--- src/design/dbg_mon_pkg.sv ---
// ---------------------------------------------------------------------------
// Debug-entry monitor shared definitions: widths, instruction encodings,
// the retirement opcode and the dcsr.cause values
// ---------------------------------------------------------------------------

`default_nettype none

package dbg_mon_pkg;

  // -------------------------------------------------------------------------
  // Widths
  // -------------------------------------------------------------------------
  localparam int xlen = 32;

  typedef logic [xlen-1:0] word_t;

  // -------------------------------------------------------------------------
  // Instruction encodings watched on the write-back stream
  // -------------------------------------------------------------------------
  localparam word_t ebreak_insn  = 32'h0010_0073;
  // Only the lower half is meaningful for c.ebreak
  localparam word_t cebreak_insn = 32'h0000_9002;
  localparam word_t wfi_insn     = 32'h1050_0073;
  localparam word_t dret_insn    = 32'h7B20_0073;

  // PC increment for a 16-bit and a 32-bit instruction
  localparam word_t ilen_compressed = 32'd2;
  localparam word_t ilen_full       = 32'd4;

  // -------------------------------------------------------------------------
  // Enums
  // -------------------------------------------------------------------------
  typedef enum logic [2:0] {
    op_other,
    op_ebreak,
    op_cebreak,
    op_wfi,
    op_dret
  } instr_op_e;

  // Values as encoded in dcsr.cause
  typedef enum logic [2:0] {
    cause_none    = 3'd0,
    cause_ebreak  = 3'd1,
    cause_trigger = 3'd2,
    cause_haltreq = 3'd3,
    cause_step    = 3'd4
  } dbg_cause_e;

endpackage

`default_nettype wire

--- src/design/retire_if.sv ---
// ---------------------------------------------------------------------------
// One classified retirement, passed from decode to the tracker and the
// PC capture logic
// ---------------------------------------------------------------------------

`timescale 1ns/100ps
`default_nettype none

interface retire_if;

  // Single-cycle strobe, one per retirement
  logic                   valid;
  // Fields below are meaningful only while valid is high
  dbg_mon_pkg::instr_op_e op;
  dbg_mon_pkg::word_t     pc;
  dbg_mon_pkg::word_t     next_pc;

  modport producer (
    output valid,
    output op,
    output pc,
    output next_pc
  );

  modport consumer (
    input valid,
    input op,
    input pc,
    input next_pc
  );

endinterface

`default_nettype wire

--- src/design/cause_tracker.sv ---
// ---------------------------------------------------------------------------
// Debug cause tracker: expected dcsr.cause by priority, WFI sleep state and
// illegal dret outside debug mode
// ---------------------------------------------------------------------------

`timescale 1ns/100ps
`default_nettype none

module cause_tracker (
  input  logic                    cov_assert_if,
  input  logic                    rst_n_i,
  retire_if.consumer              ret,
  input  logic                    debug_mode_i,
  input  logic                    debug_req_i,
  input  logic                    trigger_match_i,
  input  logic                    ebreakm_i,
  input  logic                    step_en_i,
  input  logic                    irq_pending_i,
  output logic                    capture_en_o,
  output logic                    hold_pc_o,
  output dbg_mon_pkg::dbg_cause_e cause_o,
  output logic                    wfi_sleep_o,
  output logic                    illegal_dret_o
);

  dbg_mon_pkg::dbg_cause_e cause_d;
  logic                    is_brk;
  logic                    wfi_enter;
  logic                    wfi_wake;
  logic                    dret_illegal;

  assign is_brk = (ret.op == dbg_mon_pkg::op_ebreak) || (ret.op == dbg_mon_pkg::op_cebreak);

  // -------------------------------------------------------------------------
  // Cause priority: trigger, ebreak, halt request, single step
  // -------------------------------------------------------------------------
  always_comb begin
    if (trigger_match_i) begin
      cause_d = dbg_mon_pkg::cause_trigger;
    end else if (is_brk && ebreakm_i) begin
      cause_d = dbg_mon_pkg::cause_ebreak;
    end else if (debug_req_i) begin
      cause_d = dbg_mon_pkg::cause_haltreq;
    end else if (step_en_i) begin
      cause_d = dbg_mon_pkg::cause_step;
    end else begin
      cause_d = dbg_mon_pkg::cause_none;
    end
  end

  // Retirement outside debug mode
  assign capture_en_o = ret.valid && !debug_mode_i;

  // Trigger and ebreak entries report the instruction's own PC
  assign hold_pc_o = (cause_d == dbg_mon_pkg::cause_trigger) ||
                     (cause_d == dbg_mon_pkg::cause_ebreak);

  assign wfi_enter = ret.valid && (ret.op == dbg_mon_pkg::op_wfi) &&
                     !debug_req_i && !debug_mode_i && !step_en_i;
  assign wfi_wake  = irq_pending_i || debug_req_i;

  assign dret_illegal = ret.valid && (ret.op == dbg_mon_pkg::op_dret) && !debug_mode_i;

  always_ff @(posedge cov_assert_if or negedge rst_n_i) begin
    if (!rst_n_i) begin
      cause_o        <= dbg_mon_pkg::cause_none;
      wfi_sleep_o    <= 1'b0;
      illegal_dret_o <= 1'b0;
    end else begin
      // Cause holds through debug mode
      if (capture_en_o) begin
        cause_o <= cause_d;
      end
      // Wake-up wins over a new WFI
      if (wfi_wake) begin
        wfi_sleep_o <= 1'b0;
      end else if (wfi_enter) begin
        wfi_sleep_o <= 1'b1;
      end
      illegal_dret_o <= dret_illegal;
    end
  end

  // -------------------------------------------------------------------------
  // Assertions
  // -------------------------------------------------------------------------
  a_no_sleep_in_debug: assert property (
    @(posedge cov_assert_if) disable iff (!rst_n_i)
    $rose(wfi_sleep_o) |-> !debug_mode_i
  ) else $error("wfi_sleep_o rose while in debug mode");

  // The core traps on an illegal dret, so another cannot retire right behind it
  a_dret_single_pulse: assert property (
    @(posedge cov_assert_if) disable iff (!rst_n_i)
    illegal_dret_o |=> !illegal_dret_o
  ) else $error("illegal_dret_o high in two consecutive cycles");

endmodule

`default_nettype wire

--- src/design/dbg_mon_top.sv ---
// ---------------------------------------------------------------------------
// Debug-entry monitor top level: decode, cause tracking and PC capture
// ---------------------------------------------------------------------------

`timescale 1ns/100ps
`default_nettype none

module dbg_mon_top (
  input  logic                    cov_assert_if,
  input  logic                    rst_n_i,
  // Write-back retirement
  input  logic                    wb_valid_i,
  input  dbg_mon_pkg::word_t      wb_instr_i,
  input  dbg_mon_pkg::word_t      wb_pc_i,
  // Core debug and interrupt state
  input  logic                    debug_mode_i,
  input  logic                    debug_req_i,
  input  logic                    trigger_match_i,
  input  logic                    ebreakm_i,
  input  logic                    step_en_i,
  input  logic                    irq_pending_i,
  // Expected values
  output dbg_mon_pkg::dbg_cause_e cause_o,
  output dbg_mon_pkg::word_t      dpc_o,
  output dbg_mon_pkg::word_t      ebreak_pc_o,
  output logic                    wfi_sleep_o,
  output logic                    illegal_dret_o
);

  logic capture_en;
  logic hold_pc;

  retire_if ret ();

  insn_decode i_decode (
    .cov_assert_if (cov_assert_if),
    .rst_n_i       (rst_n_i),
    .wb_valid_i    (wb_valid_i),
    .wb_instr_i    (wb_instr_i),
    .wb_pc_i       (wb_pc_i),
    .ret           (ret.producer)
  );

  cause_tracker i_tracker (
    .cov_assert_if   (cov_assert_if),
    .rst_n_i         (rst_n_i),
    .ret             (ret.consumer),
    .debug_mode_i    (debug_mode_i),
    .debug_req_i     (debug_req_i),
    .trigger_match_i (trigger_match_i),
    .ebreakm_i       (ebreakm_i),
    .step_en_i       (step_en_i),
    .irq_pending_i   (irq_pending_i),
    .capture_en_o    (capture_en),
    .hold_pc_o       (hold_pc),
    .cause_o         (cause_o),
    .wfi_sleep_o     (wfi_sleep_o),
    .illegal_dret_o  (illegal_dret_o)
  );

  pc_capture i_capture (
    .cov_assert_if (cov_assert_if),
    .rst_n_i       (rst_n_i),
    .ret           (ret.consumer),
    .capture_en_i  (capture_en),
    .hold_pc_i     (hold_pc),
    .dpc_o         (dpc_o),
    .ebreak_pc_o   (ebreak_pc_o)
  );

endmodule

`default_nettype wire

--- src/design/insn_decode.sv ---
// ---------------------------------------------------------------------------
// Retirement decode: registers each write-back retirement, classifies the
// instruction word and works out the fall-through PC
// ---------------------------------------------------------------------------

`timescale 1ns/100ps
`default_nettype none

module insn_decode (
  input  logic               cov_assert_if,
  input  logic               rst_n_i,
  input  logic               wb_valid_i,
  input  dbg_mon_pkg::word_t wb_instr_i,
  input  dbg_mon_pkg::word_t wb_pc_i,
  retire_if.producer         ret
);

  dbg_mon_pkg::instr_op_e op_d;
  logic                   is_full;

  // Low bits 2'b11 mark a 32-bit instruction
  assign is_full = (wb_instr_i[1:0] == 2'b11);

  always_comb begin
    if (wb_instr_i == dbg_mon_pkg::ebreak_insn) begin
      op_d = dbg_mon_pkg::op_ebreak;
    end else if (wb_instr_i[15:0] == dbg_mon_pkg::cebreak_insn[15:0]) begin
      op_d = dbg_mon_pkg::op_cebreak;
    end else if (wb_instr_i == dbg_mon_pkg::wfi_insn) begin
      op_d = dbg_mon_pkg::op_wfi;
    end else if (wb_instr_i == dbg_mon_pkg::dret_insn) begin
      op_d = dbg_mon_pkg::op_dret;
    end else begin
      op_d = dbg_mon_pkg::op_other;
    end
  end

  // Strobe
  always_ff @(posedge cov_assert_if or negedge rst_n_i) begin
    if (!rst_n_i) begin
      ret.valid <= 1'b0;
    end else begin
      ret.valid <= wb_valid_i;
    end
  end

  // Payload, only loaded with a retirement
  always_ff @(posedge cov_assert_if) begin
    if (wb_valid_i) begin
      ret.op      <= op_d;
      ret.pc      <= wb_pc_i;
      ret.next_pc <= wb_pc_i + (is_full ? dbg_mon_pkg::ilen_full
                                        : dbg_mon_pkg::ilen_compressed);
    end
  end

  // A c.ebreak classification must come from a 16-bit instruction word
  a_cebreak_is_compressed: assert property (
    @(posedge cov_assert_if) disable iff (!rst_n_i)
    ret.valid && (ret.op == dbg_mon_pkg::op_cebreak) |-> $past(wb_instr_i[1:0] != 2'b11)
  ) else $error("c.ebreak classified from a 32-bit instruction word");

endmodule

`default_nettype wire

--- src/design/pc_capture.sv ---
// ---------------------------------------------------------------------------
// Expected dpc and breakpoint PC capture from the retirement stream
// ---------------------------------------------------------------------------

`timescale 1ns/100ps
`default_nettype none

module pc_capture (
  input  logic               cov_assert_if,
  input  logic               rst_n_i,
  retire_if.consumer         ret,
  input  logic               capture_en_i,
  input  logic               hold_pc_i,
  output dbg_mon_pkg::word_t dpc_o,
  output dbg_mon_pkg::word_t ebreak_pc_o
);

  dbg_mon_pkg::word_t dpc_d;
  logic               brk_retire;

  // Trigger and ebreak keep the instruction's PC, everything else falls through
  assign dpc_d = hold_pc_i ? ret.pc : ret.next_pc;

  assign brk_retire = ret.valid &&
                      ((ret.op == dbg_mon_pkg::op_ebreak) ||
                       (ret.op == dbg_mon_pkg::op_cebreak));

  // -------------------------------------------------------------------------
  // dpc, held through debug mode
  // -------------------------------------------------------------------------
  always_ff @(posedge cov_assert_if or negedge rst_n_i) begin
    if (!rst_n_i) begin
      dpc_o <= '0;
    end else if (capture_en_i) begin
      dpc_o <= dpc_d;
    end
  end

  // -------------------------------------------------------------------------
  // Breakpoint PC, in or out of debug mode
  // -------------------------------------------------------------------------
  always_ff @(posedge cov_assert_if or negedge rst_n_i) begin
    if (!rst_n_i) begin
      ebreak_pc_o <= '0;
    end else if (brk_retire) begin
      ebreak_pc_o <= ret.pc;
    end
  end

  // PCs from write-back and the increments are both even
  a_dpc_halfword_aligned: assert property (
    @(posedge cov_assert_if) disable iff (!rst_n_i)
    dpc_o[0] == 1'b0
  ) else $error("dpc_o not halfword aligned: %h", dpc_o);

endmodule

`default_nettype wire

--- config.mk ---
export PLATFORM = sky130hd
export DESIGN_NAME = dbg_mon_top
export DESIGN_NICKNAME = d
export VERILOG_FILES = /design/src/design/dbg_mon_pkg.sv /design/src/design/retire_if.sv /design/src/design/cause_tracker.sv /design/src/design/dbg_mon_top.sv /design/src/design/insn_decode.sv /design/src/design/pc_capture.sv
export SDC_FILE = /design/constraint.sdc
export NUM_CORES = 1
export LEC_CHECK = 0
export ABC_CLOCK_PERIOD_IN_PS = 1900
export BUFFER_PORTS_ARGS = -buffer_cell sky130_fd_sc_hd__buf_4
export CORE_MARGIN = 2
export CORE_UTILIZATION = 36
export DETAILED_ROUTE_END_ITERATION = 16
export PLACE_DENSITY_LB_ADDON = 0.05
export SETUP_SLACK_MARGIN = 0.2
export SLEW_MARGIN = 25
export SYNTH_ARGS = -nofsm -noshare
export SYNTH_HDL_FRONTEND = slang
export SYNTH_HIERARCHICAL = 1
export SYNTH_SLANG_ARGS = --single-unit
--- constraint.sdc ---
create_clock -name cov_assert_if -period 1.9 [get_ports cov_assert_if]
set_input_delay 0.38 -clock cov_assert_if [delete_from_list [all_inputs] [get_ports cov_assert_if]]
set_output_delay 0.38 -clock cov_assert_if [all_outputs]
set_load 0.02 [all_outputs]
; ---- Word level (Yosys, flattened, before mapping)
; Index checks and enable logic that the tools add are counted.
; Widths: inputs -> output; s select.
[totals]
reg_bits = 137
latch_bits = 0
ramBits = 0
romBits = 0
inputBits = 73
out_inout_bits = 69
elab_cells = 50
n_memories = 0
[op_classes]
addsub = 1
multipliers = 0
div_mod_pow = 0
n_lt_le_gt_ge = 0
eq_ne = 11
shifts = 0
n_mux = 11
n_bitwise = 0
n_reduce_logical = 17
[ops]
columns = op, count
row1 = $add 32x32->32, 1
row2 = $eq 32x21->1 const B, 1
row3 = $eq 32x29->1 const B, 1
row4 = $eq 32x31->1 const B, 1
row5 = $mux 32, 1
row6 = $mux 3, 6
row7 = $eq 16x16->1 const B, 1
row8 = $eq 3x2->1 const B, 3
row9 = $logic_and 1x1->1, 9
row10 = $eq 3x1->1 const B, 2
row11 = $mux 2, 2
row12 = $eq 3x3->1 const B, 1
row13 = $logic_not 1->1, 3
row14 = $logic_or 1x1->1, 3
row15 = $reduce_or 3->1, 1
row16 = $eq 2x2->1 const B, 1
row17 = $mux 1, 2
row18 = $reduce_bool 2->1, 1

; ---- Depth between registers and ports, before layout
; Gate-level depths: netlist (run 1).
[logic_depth]
depth_word = 8
ltp_mapped = 8
mapped_depth_nobuf = 8

; ---- Hierarchy
; The synthesis (run 1) kept the hierarchy.
[modules_own_cells]
columns = mod, n_inst, cells_per_inst, area_per_inst_um2, seq_area_each_um2
row1 = insn_decode, 1, 184, 2810.2, 2006.9
row2 = pc_capture, 1, 208, 2775.2, 1601.5
row3 = cause_tracker, 1, 23, 246.5, 125.1

; ---- Least setup slack after synthesis (run 1)
; No wires, ideal clock.
[synth_timing]
kind = input to register
startpoint = in wb_instr_i[1]
endpoint = reg i_decode.ret.next_pc[31] (data pin)
setup_ns = 0.258
arrival_ns = 2.073
required_ns = 1.642
setup_slack_ns = -0.431
path_stages = 8
n_path_buf = 0
cell_sequence = nand2_1 -> ha_1 -> inv_1 -> fa_1 -> nand4b_1 -> nor3_2 -> nand4_1 -> xnor2_1
[synth_via]
elab_chain_len = 3
[synth_lines]
columns = element, line
row1 = start: declaration, dbg_mon_top.sv:13  ; input dbg_mon_pkg::word_t wb_instr_i,
row2 = $eq 2x2->1, insn_decode.sv:22  ; assign is_full = (wb_instr_i[1:0] == 2'b11);
row3 = $mux 3, insn_decode.sv:52  ; ret.next_pc <= wb_pc_i + (is_full ? dbg_mon_pkg::ilen_full
row4 = $add 32x32->32, insn_decode.sv:52
row5 = end signal: assignment, insn_decode.sv:52
row6 = end: declaration, retire_if.sv:22  ; output next_pc
; No other way between the ends.
; A chain may end at the register's enable or synchronous reset.

; ---- Worst setup path in the final report (run 1)
[layout_timing]
startpoint = in wb_instr_i[0]
endpoint = reg i_decode.ret.next_pc[31] (data pin)
; Same word-level chain as after synthesis.

==> results of run 1 <==
==> layout by cell type (no fill, tap or decap), types with 2 or more instances in the layout <==
cell type / n
nor4b_1: 3
mux2i_2: 3
nor2_1: 42
clkbuf_16: 19
clkinv_2: 4
a21oi_1: 35
clkbuf_8: 4
inv_1: 6
inv_2: 2
nor3_4: 2
mux2_2: 2
edfxtp_1: 66
buf_12: 7
and3_1: 4
mux2i_1: 28
buf_6: 5
nor3_1: 6
clkbuf_1: 3
nor4_4: 2
and4_1: 2
mux2_4: 30
clkinvlp_4: 3
buf_4: 157
xor2_1: 7
dfrtp_1: 70
nor4_1: 4
nand2_1: 14
or4_1: 2
xnor2_1: 24
nand4_1: 11
nand3_1: 14
==> stage by stage <==
| stage | std cells | setup slack (ns) |
|---|---|---|
| after floorplan | 415 | -0.237 |
| after global placement | 780 | -0.497 |
| after detailed placement | 780 | -0.564 |
| after CTS | 817 | 0.0424 |
| after global routing | 821 | -0.0417 |
| final | 821 | 0.0563 |
==> final cells by class <==
| class | count | share of cell area |
|---|---|---|
| clock buffers | 24 | 0.0604 |
| clock inverters | 8 | 0.00892 |
| inverters | 8 | 0.00369 |
| multi-input cells | 256 | 0.257 |
| flip-flops and latches | 136 | 0.459 |
| well taps | 216 | 0.0332 |
| repair buffers | 173 | 0.178 |
==> repair_timing <==
action	in CTS	in global routing
pin swaps	7	7
buffers inserted	4	1
hold buffers	1	0
hold endpoints to repair	33	0
gates cloned	0	3
gates resized for setup	8	11
endpoints found under the setup margin	25	40
==> registers in the layout (all words and copies together), names as in the netlist <==
register                  cells
i_decode/ret.valid            1
i_capture/ebreak_pc_o        32
i_tracker/illegal_dret_o      1
i_decode/ret.op               3
i_decode/ret.next_pc         31
i_decode/ret.pc              32
i_tracker/wfi_sleep_o         1
i_tracker/cause_o             3
i_capture/dpc_o              32
==> routing by layer <==
layer	wire length, µm	part of all wire	vias up
li1	-	-	1880
met1	6440	0.45	1934
met2	7080	0.49	92
met3	628	0.044	17
met4	235	0.016	0
met5	0	0	-
==> power by group through the flow <==
stage | Combinational, mW | Clock [mW] | Sequential [mW]
finish | 1.82 | 3.11 | 3.76
detailed placement | 1.79 | 0 | 3.81
global route | 1.94 | 3.33 | 3.81
global placement | 1.77 | 0 | 3.80
floorplan | 0.559 | 0 | 4.13
CTS | 1.81 | 3.18 | 3.76
==> kinds of logic after synthesis <==
family / after synthesis / share of synthesized area
compound gates: 40 / 0.0371
mux: 64 / 0.136
buf+inv: 23 / 0.0202
fa+ha+maj: 3 / 0.00772
simple gates: 117 / 0.111
xor+xnor: 32 / 0.0481
flops: 136 / 0.640
==> cells in the mapped netlist (all sizes together) (4+ instances only) <==
| cell | count |
|---|---|
| and3 | 4 |
| buf | 8 |
| nor2 | 43 |
| inv | 8 |
| mux2 | 32 |
| nor4b | 4 |
| xor2 | 7 |
| mux2i | 32 |
| xnor2 | 25 |
| nand4 | 12 |
| nand2 | 15 |
| nor4 | 6 |
| edfxtp | 66 |
| nor3 | 8 |
| nand3 | 14 |
| dfrtp | 70 |
| clkbuf | 7 |
| a21oi | 35 |
==> path summary, 6_finish.rpt <==
path                       depth (start not counted)                             start                            endpoint  slack (ns)
setup / recovery                                  11                     wb_instr_i[0]  i_decode/ret.next_pc[31]$_DFFE_PP_        0.06
hold / removal                                     2                     irq_pending_i   i_tracker/wfi_sleep_o$_DFFE_PN0P_        0.12
setup reg to reg                                   6  i_decode/ret.op[1]$_SDFFCE_PN0P_     i_capture/dpc_o[29]$_DFFE_PN0P_        0.27
hold reg to reg                                    1  i_tracker/cause_o[2]$_DFFE_PN0P_    i_tracker/cause_o[2]$_DFFE_PN0P_        0.49
max in group asynchronous                          3                           rst_n_i     i_capture/dpc_o[17]$_DFFE_PN0P_        0.85
min in group asynchronous                          2                           rst_n_i      i_capture/dpc_o[5]$_DFFE_PN0P_        0.52
==> impl_metrics.ini, run 1 <==
[logic_synthesis]
synth.top_cells.by_area = edfxtp_1, dfrtp_1, mux2_4
synth_top_cell_by_area = edfxtp_1
synth_cell_types = 41
ys_warn_count = 6
netlist_area_mm2 = 0.00583
syn_avg_cell_area_um2 = 14.1
syn_inst = 415
syn_nets = 491
synth-seq-cells = 136
netlist.area_leader.share = 0.340
synthFlopType = dfrtp_1
synth_edf_count = 66
synthArstFlopShare = 0.515
ys_seq_area_frac = 0.640

[placed_design]
place_area_mm2 = 0.00737
place.gp.congestion = 0.750
io_buffers = 141
hpwl_mm = 9.62

[pwr]
power_switching_mw = 2.32
p_total_mw = 8.69
leakagePower_nw = 3.57
seq_power_share = 0.432
p_int_mw = 6.37
clockPowerShare = 0.358
power_density_mw_per_mm2 = 1070
p_sw_frac = 0.267
p_comb_frac = 0.209
max-vdd-ir-drop_mv = 0.688

[critical_path]
start_kind = primary input
cp_cell_sequence = buf_8 -> nand2_8 -> ha_4 -> inv_2 -> fa_2 -> nand4b_1 -> buf_6 -> nor3_4 -> buf_6 -> nand4_1 -> xnor2_1
critPathBufInv = 4
critPathKind = primary input to register
worstSetupEndpointType = register
cp_slowest_cell = fa_2
crit_path_max_incr_delay_ns = 0.34
crit_fanout = 4
crit_family = simple AND/OR/NAND/NOR gates
worstPathRequired_ns = 2.06
arrival_ns = 2.00
cpMostUsedCell = buf_6

[floorplan]
die_area_mm2 = 0.0172
die_w_um = 131
die_h_um = 131
start_util = 0.367
io_pins = 142
row_count = 46
core_mm2 = 0.0159

[timing]
worst_clock_skew_ns = 0.00925
max_freq_ghz = 0.542
slew_violations = 0
fin_crit_sh = 0.970
fin_crit_ns = 1.84
timing.hold.ws_ns = 0.120
worst_pin_slew_ns = 0.561
relSlewSlack = 0.626
rsz0062_at_grt = true
finalSetupTns_ns = 0
final-setup-viol-count = 0
hold_viol = 0

[global_routing]
grt_pass1_wl_mm = 22.3
overflow = 0
use_met1 = 0.216
top_usage_layer = met2
antenna_found_initial = 0
grt_max_degree = 66
grt_usage = 0.167
met2_usage = 0.271
first_global_vias = 4043
grt_util_met3 = 0.0444

[clocking]
numCtsBuffers = 17
cts_tree = yes
insertion_delay_ns = 0.42
cts_root_buf = clkbuf_16
cts_max_level = 4
clkTransAtPathRegs_ns = 0.05
cts_max_path_buffers = 2
numClockSinks = 136

[final_layout]
utilization = 0.512
nFillCells = 1443
multi_input_area_mm2 = 0.00209
fin_nets = 668
diodes = 0
final_area_mm2 = 0.00814
syn_to_final_growth_pct = 39.5
drive_above_1_share = 0.420
seq_area_mm2 = 0.00373

[detailed_routing]
postRouteAntennaNets = 0
drc = 0
dr.pass1.iters = 4
drtIter0Drc = 193
routed_wl_mm = 14.4
vias = 3923
routed_via_density = 4.78
drt-wirelength-per-cell_um = 17.5

[min_path]
hold_class = primary input to register

[flow_run]
cap_violations = 0

[run_status]
status = complete, no violations
Note: power is estimated with default switching activity, not from simulation.
==> run 2: changes to the inputs <==
--- a/config.mk
+++ b/config.mk
@@ -5,7 +5,7 @@
 export SDC_FILE = /design/constraint.sdc
 export NUM_CORES = 1
 export LEC_CHECK = 0
-export ABC_CLOCK_PERIOD_IN_PS = 1900
+export ABC_CLOCK_PERIOD_IN_PS = 2100
 export BUFFER_PORTS_ARGS = -buffer_cell sky130_fd_sc_hd__buf_4
 export CORE_MARGIN = 2
 export CORE_UTILIZATION = 36
==> constraint.sdc (replaced) <==
create_clock -name cov_assert_if -period 2.1 [get_ports cov_assert_if]
set_input_delay 0.42 -clock cov_assert_if [delete_from_list [all_inputs] [get_ports cov_assert_if]]
set_output_delay 0.42 -clock cov_assert_if [all_outputs]
set_load 0.02 [all_outputs]
==> run 2 against run 1 <==
Worst hold slack improved by 0.038 ns. Via count down 1.2%. Worst setup slack gained 0.17 ns. Sequential power is 9.6% lower. Sequential share of layout area rose by 0.80 points. Non-clock buffer count down 8. Clock skew shrank 0.0039 ns. Register-to-register slack improved by 0.07 ns. Global-route usage is 0.45 points lower. Critical path depth is the same. Flip-flop and latch count unchanged. Critical path type unchanged. Largest cell class unchanged. Largest power group unchanged. Highest routed layer unchanged.
==> impl_metrics.ini, run 2 (synthesized netlist as in run 1, its figures left out) <==
[critical_path]
worstSetupEndpointType = register
critPathKind = primary input to register
worst-r2r-setup-slack_ns = 0.34
critPathLaunch = wb_instr_i[1]
crit_path_max_incr_delay_ns = 0.33
crit_fanout = 4
worstPathRequired_ns = 2.27
cp_cell_sequence = buf_8 -> nand2_8 -> ha_4 -> inv_2 -> fa_2 -> nand4b_1 -> buf_6 -> nor3_4 -> buf_6 -> nand4_1 -> xnor2_1
r2r-start = i_decode/ret.op[0]$_SDFFCE_PN1P_
cpMostUsedCell = buf_6
crit_family = simple AND/OR/NAND/NOR gates
start_kind = primary input
arrival_ns = 2.04
cp_slowest_cell = fa_2
critPathBufInv = 4

[floorplan]
die_h_um = 131
die_w_um = 131
core_mm2 = 0.0159
die_area_mm2 = 0.0172
io_pins = 142
row_count = 46
start_util = 0.367

[timing]
worst_clock_skew_ns = 0.00536
hold_viol = 0
timing.hold.ws_ns = 0.157
slew_violations = 0
fin_crit_ns = 1.87
rsz0062_at_grt = true
relSlewSlack = 0.630
final-setup-viol-count = 0
finalSetupTns_ns = 0
worst_pin_slew_ns = 0.555
fin_crit_sh = 0.890
max_freq_ghz = 0.535

[final_layout]
final_common_cell = buf_4
nFillCells = 1455
diodes = 0
syn_to_final_growth_pct = 37.1
seq_area_mm2 = 0.00373
multi_input_area_mm2 = 0.00205
mostFrequentLayoutCells = buf_4, dfrtp_1, edfxtp_1, nor2_1, a21oi_1
fin_nets = 660
drive_above_1_share = 0.405
top_regs = i_capture/dpc_o (32), i_capture/ebreak_pc_o (32), i_decode/ret.pc (32)

[clocking]
cts_root_buf = clkbuf_16
clkTransAtPathRegs_ns = 0.06
numClockSinks = 136
cts_tree = yes
insertion_delay_ns = 0.41
cts_max_level = 4
numCtsBuffers = 17
cts_max_path_buffers = 2

[placed_design]
hpwl_mm = 9.20
io_buffers = 141
place.gp.congestion = 0.747

[global_routing]
grt_pass1_wl_mm = 21.8
overflow = 0
antenna_found_initial = 0
first_global_vias = 4033
grt_max_degree = 65
grt_usage = 0.163

[detailed_routing]
drt-wirelength-per-cell_um = 17.0
drc = 0
vias = 3875
routed_wl_mm = 13.8
routed_via_density = 4.77
drtIter0Drc = 140
dr.pass1.iters = 4
postRouteAntennaNets = 0

[pwr]
max-vdd-ir-drop_mv = 0.576
p_comb_frac = 0.203
leakagePower_nw = 3.51
p_int_mw = 5.75
clockPowerShare = 0.365
p_sw_frac = 0.270
power_switching_mw = 2.13
power_density_mw_per_mm2 = 985
seq_power_share = 0.432

[min_path]
min_from = irq_pending_i
hold_class = primary input to register

[run_status]
status = complete, no violations

[flow_run]
cap_violations = 0
run 2: cell types whose count changed in the layout (fill, tap and decap cells not counted), sizes merged:
cell	before	now
clkinv	4	9
clkbuf	26	19
buf	170	163
bufinv	1	2
run 2: power groups by stage:
stage	sequential [mW]	clock (mW)	combinational (mW)
finish	3.40	2.88	1.60
global route	3.45	3.04	1.71
CTS	3.41	2.93	1.60
detailed placement	3.45	0	1.60
global placement	3.44	0	1.58
floorplan	3.74	0	0.505
run 2: worst paths after layout:
path,endpoint,cells after the start
max,i_decode/ret.next_pc[31]$_DFFE_PP_,11
min,i_tracker/wfi_sleep_o$_DFFE_PN0P_,2
max reg2reg,i_capture/dpc_o[26]$_DFFE_PN0P_,6
min reg2reg,i_tracker/cause_o[2]$_DFFE_PN0P_,1
max in group asynchronous,i_capture/ebreak_pc_o[12]$_DFFE_PN0P_,3
min in group asynchronous,i_tracker/cause_o[2]$_DFFE_PN0P_,2
run 2: area by class of cell:
cell class                 count  share of cell area
clock buffer                  18              0.0549
clock inverter                14              0.0166
inverter                       8             0.00376
multi-input combinational    256               0.256
sequential                   136               0.467
tap                          216              0.0338
timing repair buffer         165               0.168
run 2: per-stage QoR:
step | instance area [µm²] | total power, mW | setup WS (ns) | utilization | instances
after detailed placement | 7300 | 5.04 | -0.344 | 0.460 | 774
after global routing | 8000 | 8.20 | 0.131 | 0.503 | 813
after CTS | 7910 | 7.94 | 0.211 | 0.498 | 808
after global placement | 7300 | 5.02 | -0.320 | 0.460 | 774
after floorplan | 5870 | 4.24 | -0.0770 | - | 415
final | 8000 | 7.88 | 0.231 | 0.503 | 813
run 2: what timing repair did:
| item | CTS | global route |
|---|---|---|
| cloned | 0 | 1 |
| setup endpoints to repair | 8 | 16 |
| setup buffers | 1 | 4 |
| hold buffers | 1 | 0 |
| resized for setup | 4 | 6 |
| endpoints found under the hold margin | 4 | 0 |
| pin swaps | 3 | 2 |
run 2: metal layers:
metal  up-vias  part of all wire  GRT usage  wire length, µm
met4         0             0.018     0.0592              243
met1      1891              0.46      0.210             6380
met2       101              0.48      0.261             6640
met5         -                 0          0                0
met3        23             0.041     0.0486              571
li1       1860                 -          -                -
==> run 3: changes to the inputs <==
--- a/config.mk
+++ b/config.mk
@@ -10,6 +10,7 @@
 export CORE_MARGIN = 2
 export CORE_UTILIZATION = 36
 export DETAILED_ROUTE_END_ITERATION = 16
+export GPL_TIMING_DRIVEN = 0
 export PLACE_DENSITY_LB_ADDON = 0.05
 export SETUP_SLACK_MARGIN = 0.2
 export SLEW_MARGIN = 25
==> run 3 against run 2 <==
Global-route usage rose by 0.67 points. Cell area grew 0.41%. Via count grew 0.70%. Non-clock buffer count up 6. Worst hold slack worse by 0.14 ns. Clock skew is 0.00089 ns higher. Combinational power about the same. Core utilization up 0.20 points. Die area stayed put. Critical path type unchanged. Highest routed layer unchanged.
==> impl_metrics.ini, run 3 (synthesized netlist as in run 1, its figures left out) <==
[critical_path]
worstPathRequired_ns = 2.26
crit_fanout = 8
arrival_ns = 2.09
start_kind = primary input
critPathKind = primary input to register
worstSetupEndpointType = register

[final_layout]
drive_above_1_share = 0.403
final_common_cell = buf_4
fin_nets = 666
diodes = 0
top_regs = i_capture/dpc_o (32), i_capture/ebreak_pc_o (32), i_decode/ret.pc (32)
utilization = 0.505
mostFrequentLayoutCells = buf_4, dfrtp_1, edfxtp_1, nor2_1, a21oi_1
final_area_mm2 = 0.00803
nFillCells = 1471
syn_to_final_growth_pct = 37.7

[placed_design]
io_buffers = 141
place_area_mm2 = 0.00720
place.gp.congestion = 0.771
hpwl_mm = 9.57
preCtsSetupSlack_ns = -0.737

[global_routing]
overflow = 0
grt_max_degree = 71
grt_usage = 0.170
first_global_vias = 4131
grt_pass1_wl_mm = 22.5
antenna_found_initial = 0

[timing]
fin_crit_ns = 1.93
slew_violations = 0
timing.hold.ws_ns = 0.0212
max_freq_ghz = 0.517
worst_clock_skew_ns = 0.00625
layout_setup_ws_ns = 0.167
final-setup-viol-count = 0
worst_pin_slew_ns = 0.905
relSlewSlack = 0.397
hold_viol = 0
fin_crit_sh = 0.921
rsz0062_at_grt = true

[clocking]
cts_root_buf = clkbuf_16
cts_tree = yes
clkTransAtPathRegs_ns = 0.05
hold_buffers = 0
insertion_delay_ns = 0.41
cts_max_path_buffers = 2
numCtsBuffers = 17
cts_max_level = 4
numClockSinks = 136

[detailed_routing]
drt-wirelength-per-cell_um = 17.2
wl_met2_mm = 6.92
top_layer = met4
routed_via_density = 4.76
vias = 3902
drtIter0Drc = 167
drc = 0
wl_met3_um = 575
postRouteAntennaNets = 0
routed_wl_mm = 14.1
dr.pass1.iters = 4
drt-met1-wl_mm = 6.37

[floorplan]
die_area_mm2 = 0.0172
die_w_um = 131
start_util = 0.367
core_mm2 = 0.0159
io_pins = 142
die_h_um = 131
row_count = 46

[pwr]
power_density_mw_per_mm2 = 1010
p_total_mw = 8.14
leakagePower_nw = 3.54
max-vdd-ir-drop_mv = 0.529

[min_path]
hold_class = primary input to async pin

[run_status]
status = complete, no violations

[flow_run]
cap_violations = 0
## run 3: cell count changes in the layout (fill, tap and decap cells not counted), sizes merged
cell and change:
clkinv -6, dlygate4sd3 -1, clkinvlp -2, clkbuf +13
bufinv +2
## run 3: where the power goes
| part | total, mW | internal [mW] | switching [mW] |
|---|---|---|---|
| Sequential | 3.40 | 3.19 | 0.206 |
| Clock | 3.15 | 2.08 | 1.07 |
| Combinational | 1.59 | 0.795 | 0.800 |
## run 3: cell type report
class / instances / area (µm²) / share of cell area
multi-input combinational: 256 / 2030 / 0.253
buffer: 15 / 121 / 0.0151
clock inverter: 8 / 143 / 0.0178
inverter: 8 / 30.0 / 0.00374
timing repair buffer: 156 / 1210 / 0.151
sequential: 136 / 3730 / 0.465
tap: 216 / 270 / 0.0337
clock buffer: 24 / 482 / 0.0600
## run 3: repair_timing
item | in CTS | in global routing
pin swaps | 8 | 4
setup buffers | 10 | 5
endpoints found under the setup margin | 50 | 40
gates resized for setup | 14 | 8
## run 3: worst paths after layout
| kind | startpoint | endpoint | slack [ns] | depth (start not counted) |
|---|---|---|---|---|
| worst max-delay path | wb_instr_i[0] | i_decode/ret.next_pc[31]$_DFFE_PP_ | 0.17 | 11 |
| worst min-delay path | rst_n_i | i_tracker/cause_o[2]$_DFFE_PN0P_ | 0.02 | 1 |
| worst max register to register | i_decode/ret.op[0]$_SDFFCE_PN1P_ | i_capture/dpc_o[30]$_DFFE_PN0P_ | 0.32 | 7 |
| worst min register to register | i_tracker/cause_o[2]$_DFFE_PN0P_ | i_tracker/cause_o[2]$_DFFE_PN0P_ | 0.50 | 1 |
| max in group asynchronous | rst_n_i | i_capture/dpc_o[3]$_DFFE_PN0P_ | 1.59 | 1 |
| min in group cov_assert_if | irq_pending_i | i_tracker/wfi_sleep_o$_DFFE_PN0P_ | 0.18 | 2 |
## run 3: stage by stage
step | instances | setup TNS (ns)
2_1_floorplan | 415 | -0.468
3_3_place_gp | 772 | -9.62
3_5_place_dp | 772 | -10.01
4_1_cts | 814 | 0
5_1_grt | 819 | 0
6_report | 819 | 0
## run 3: worst max-delay path: stages
cell	delay, ns
buf_8	0.11
nand2_8	0.07
ha_4	0.13
inv_2	0.03
fa_2	0.33
nand4b_1	0.21
buf_6	0.16
nor3_4	0.14
buf_12	0.15
nand4_1	0.13
xnor2_1	0.19
## run 3: layer usage
metal,vias to the layer above,GRT usage
met3,17,0.0428
met2,93,0.272
li1,1862,-
met5,-,0
met4,0,0.0707
met1,1930,0.220
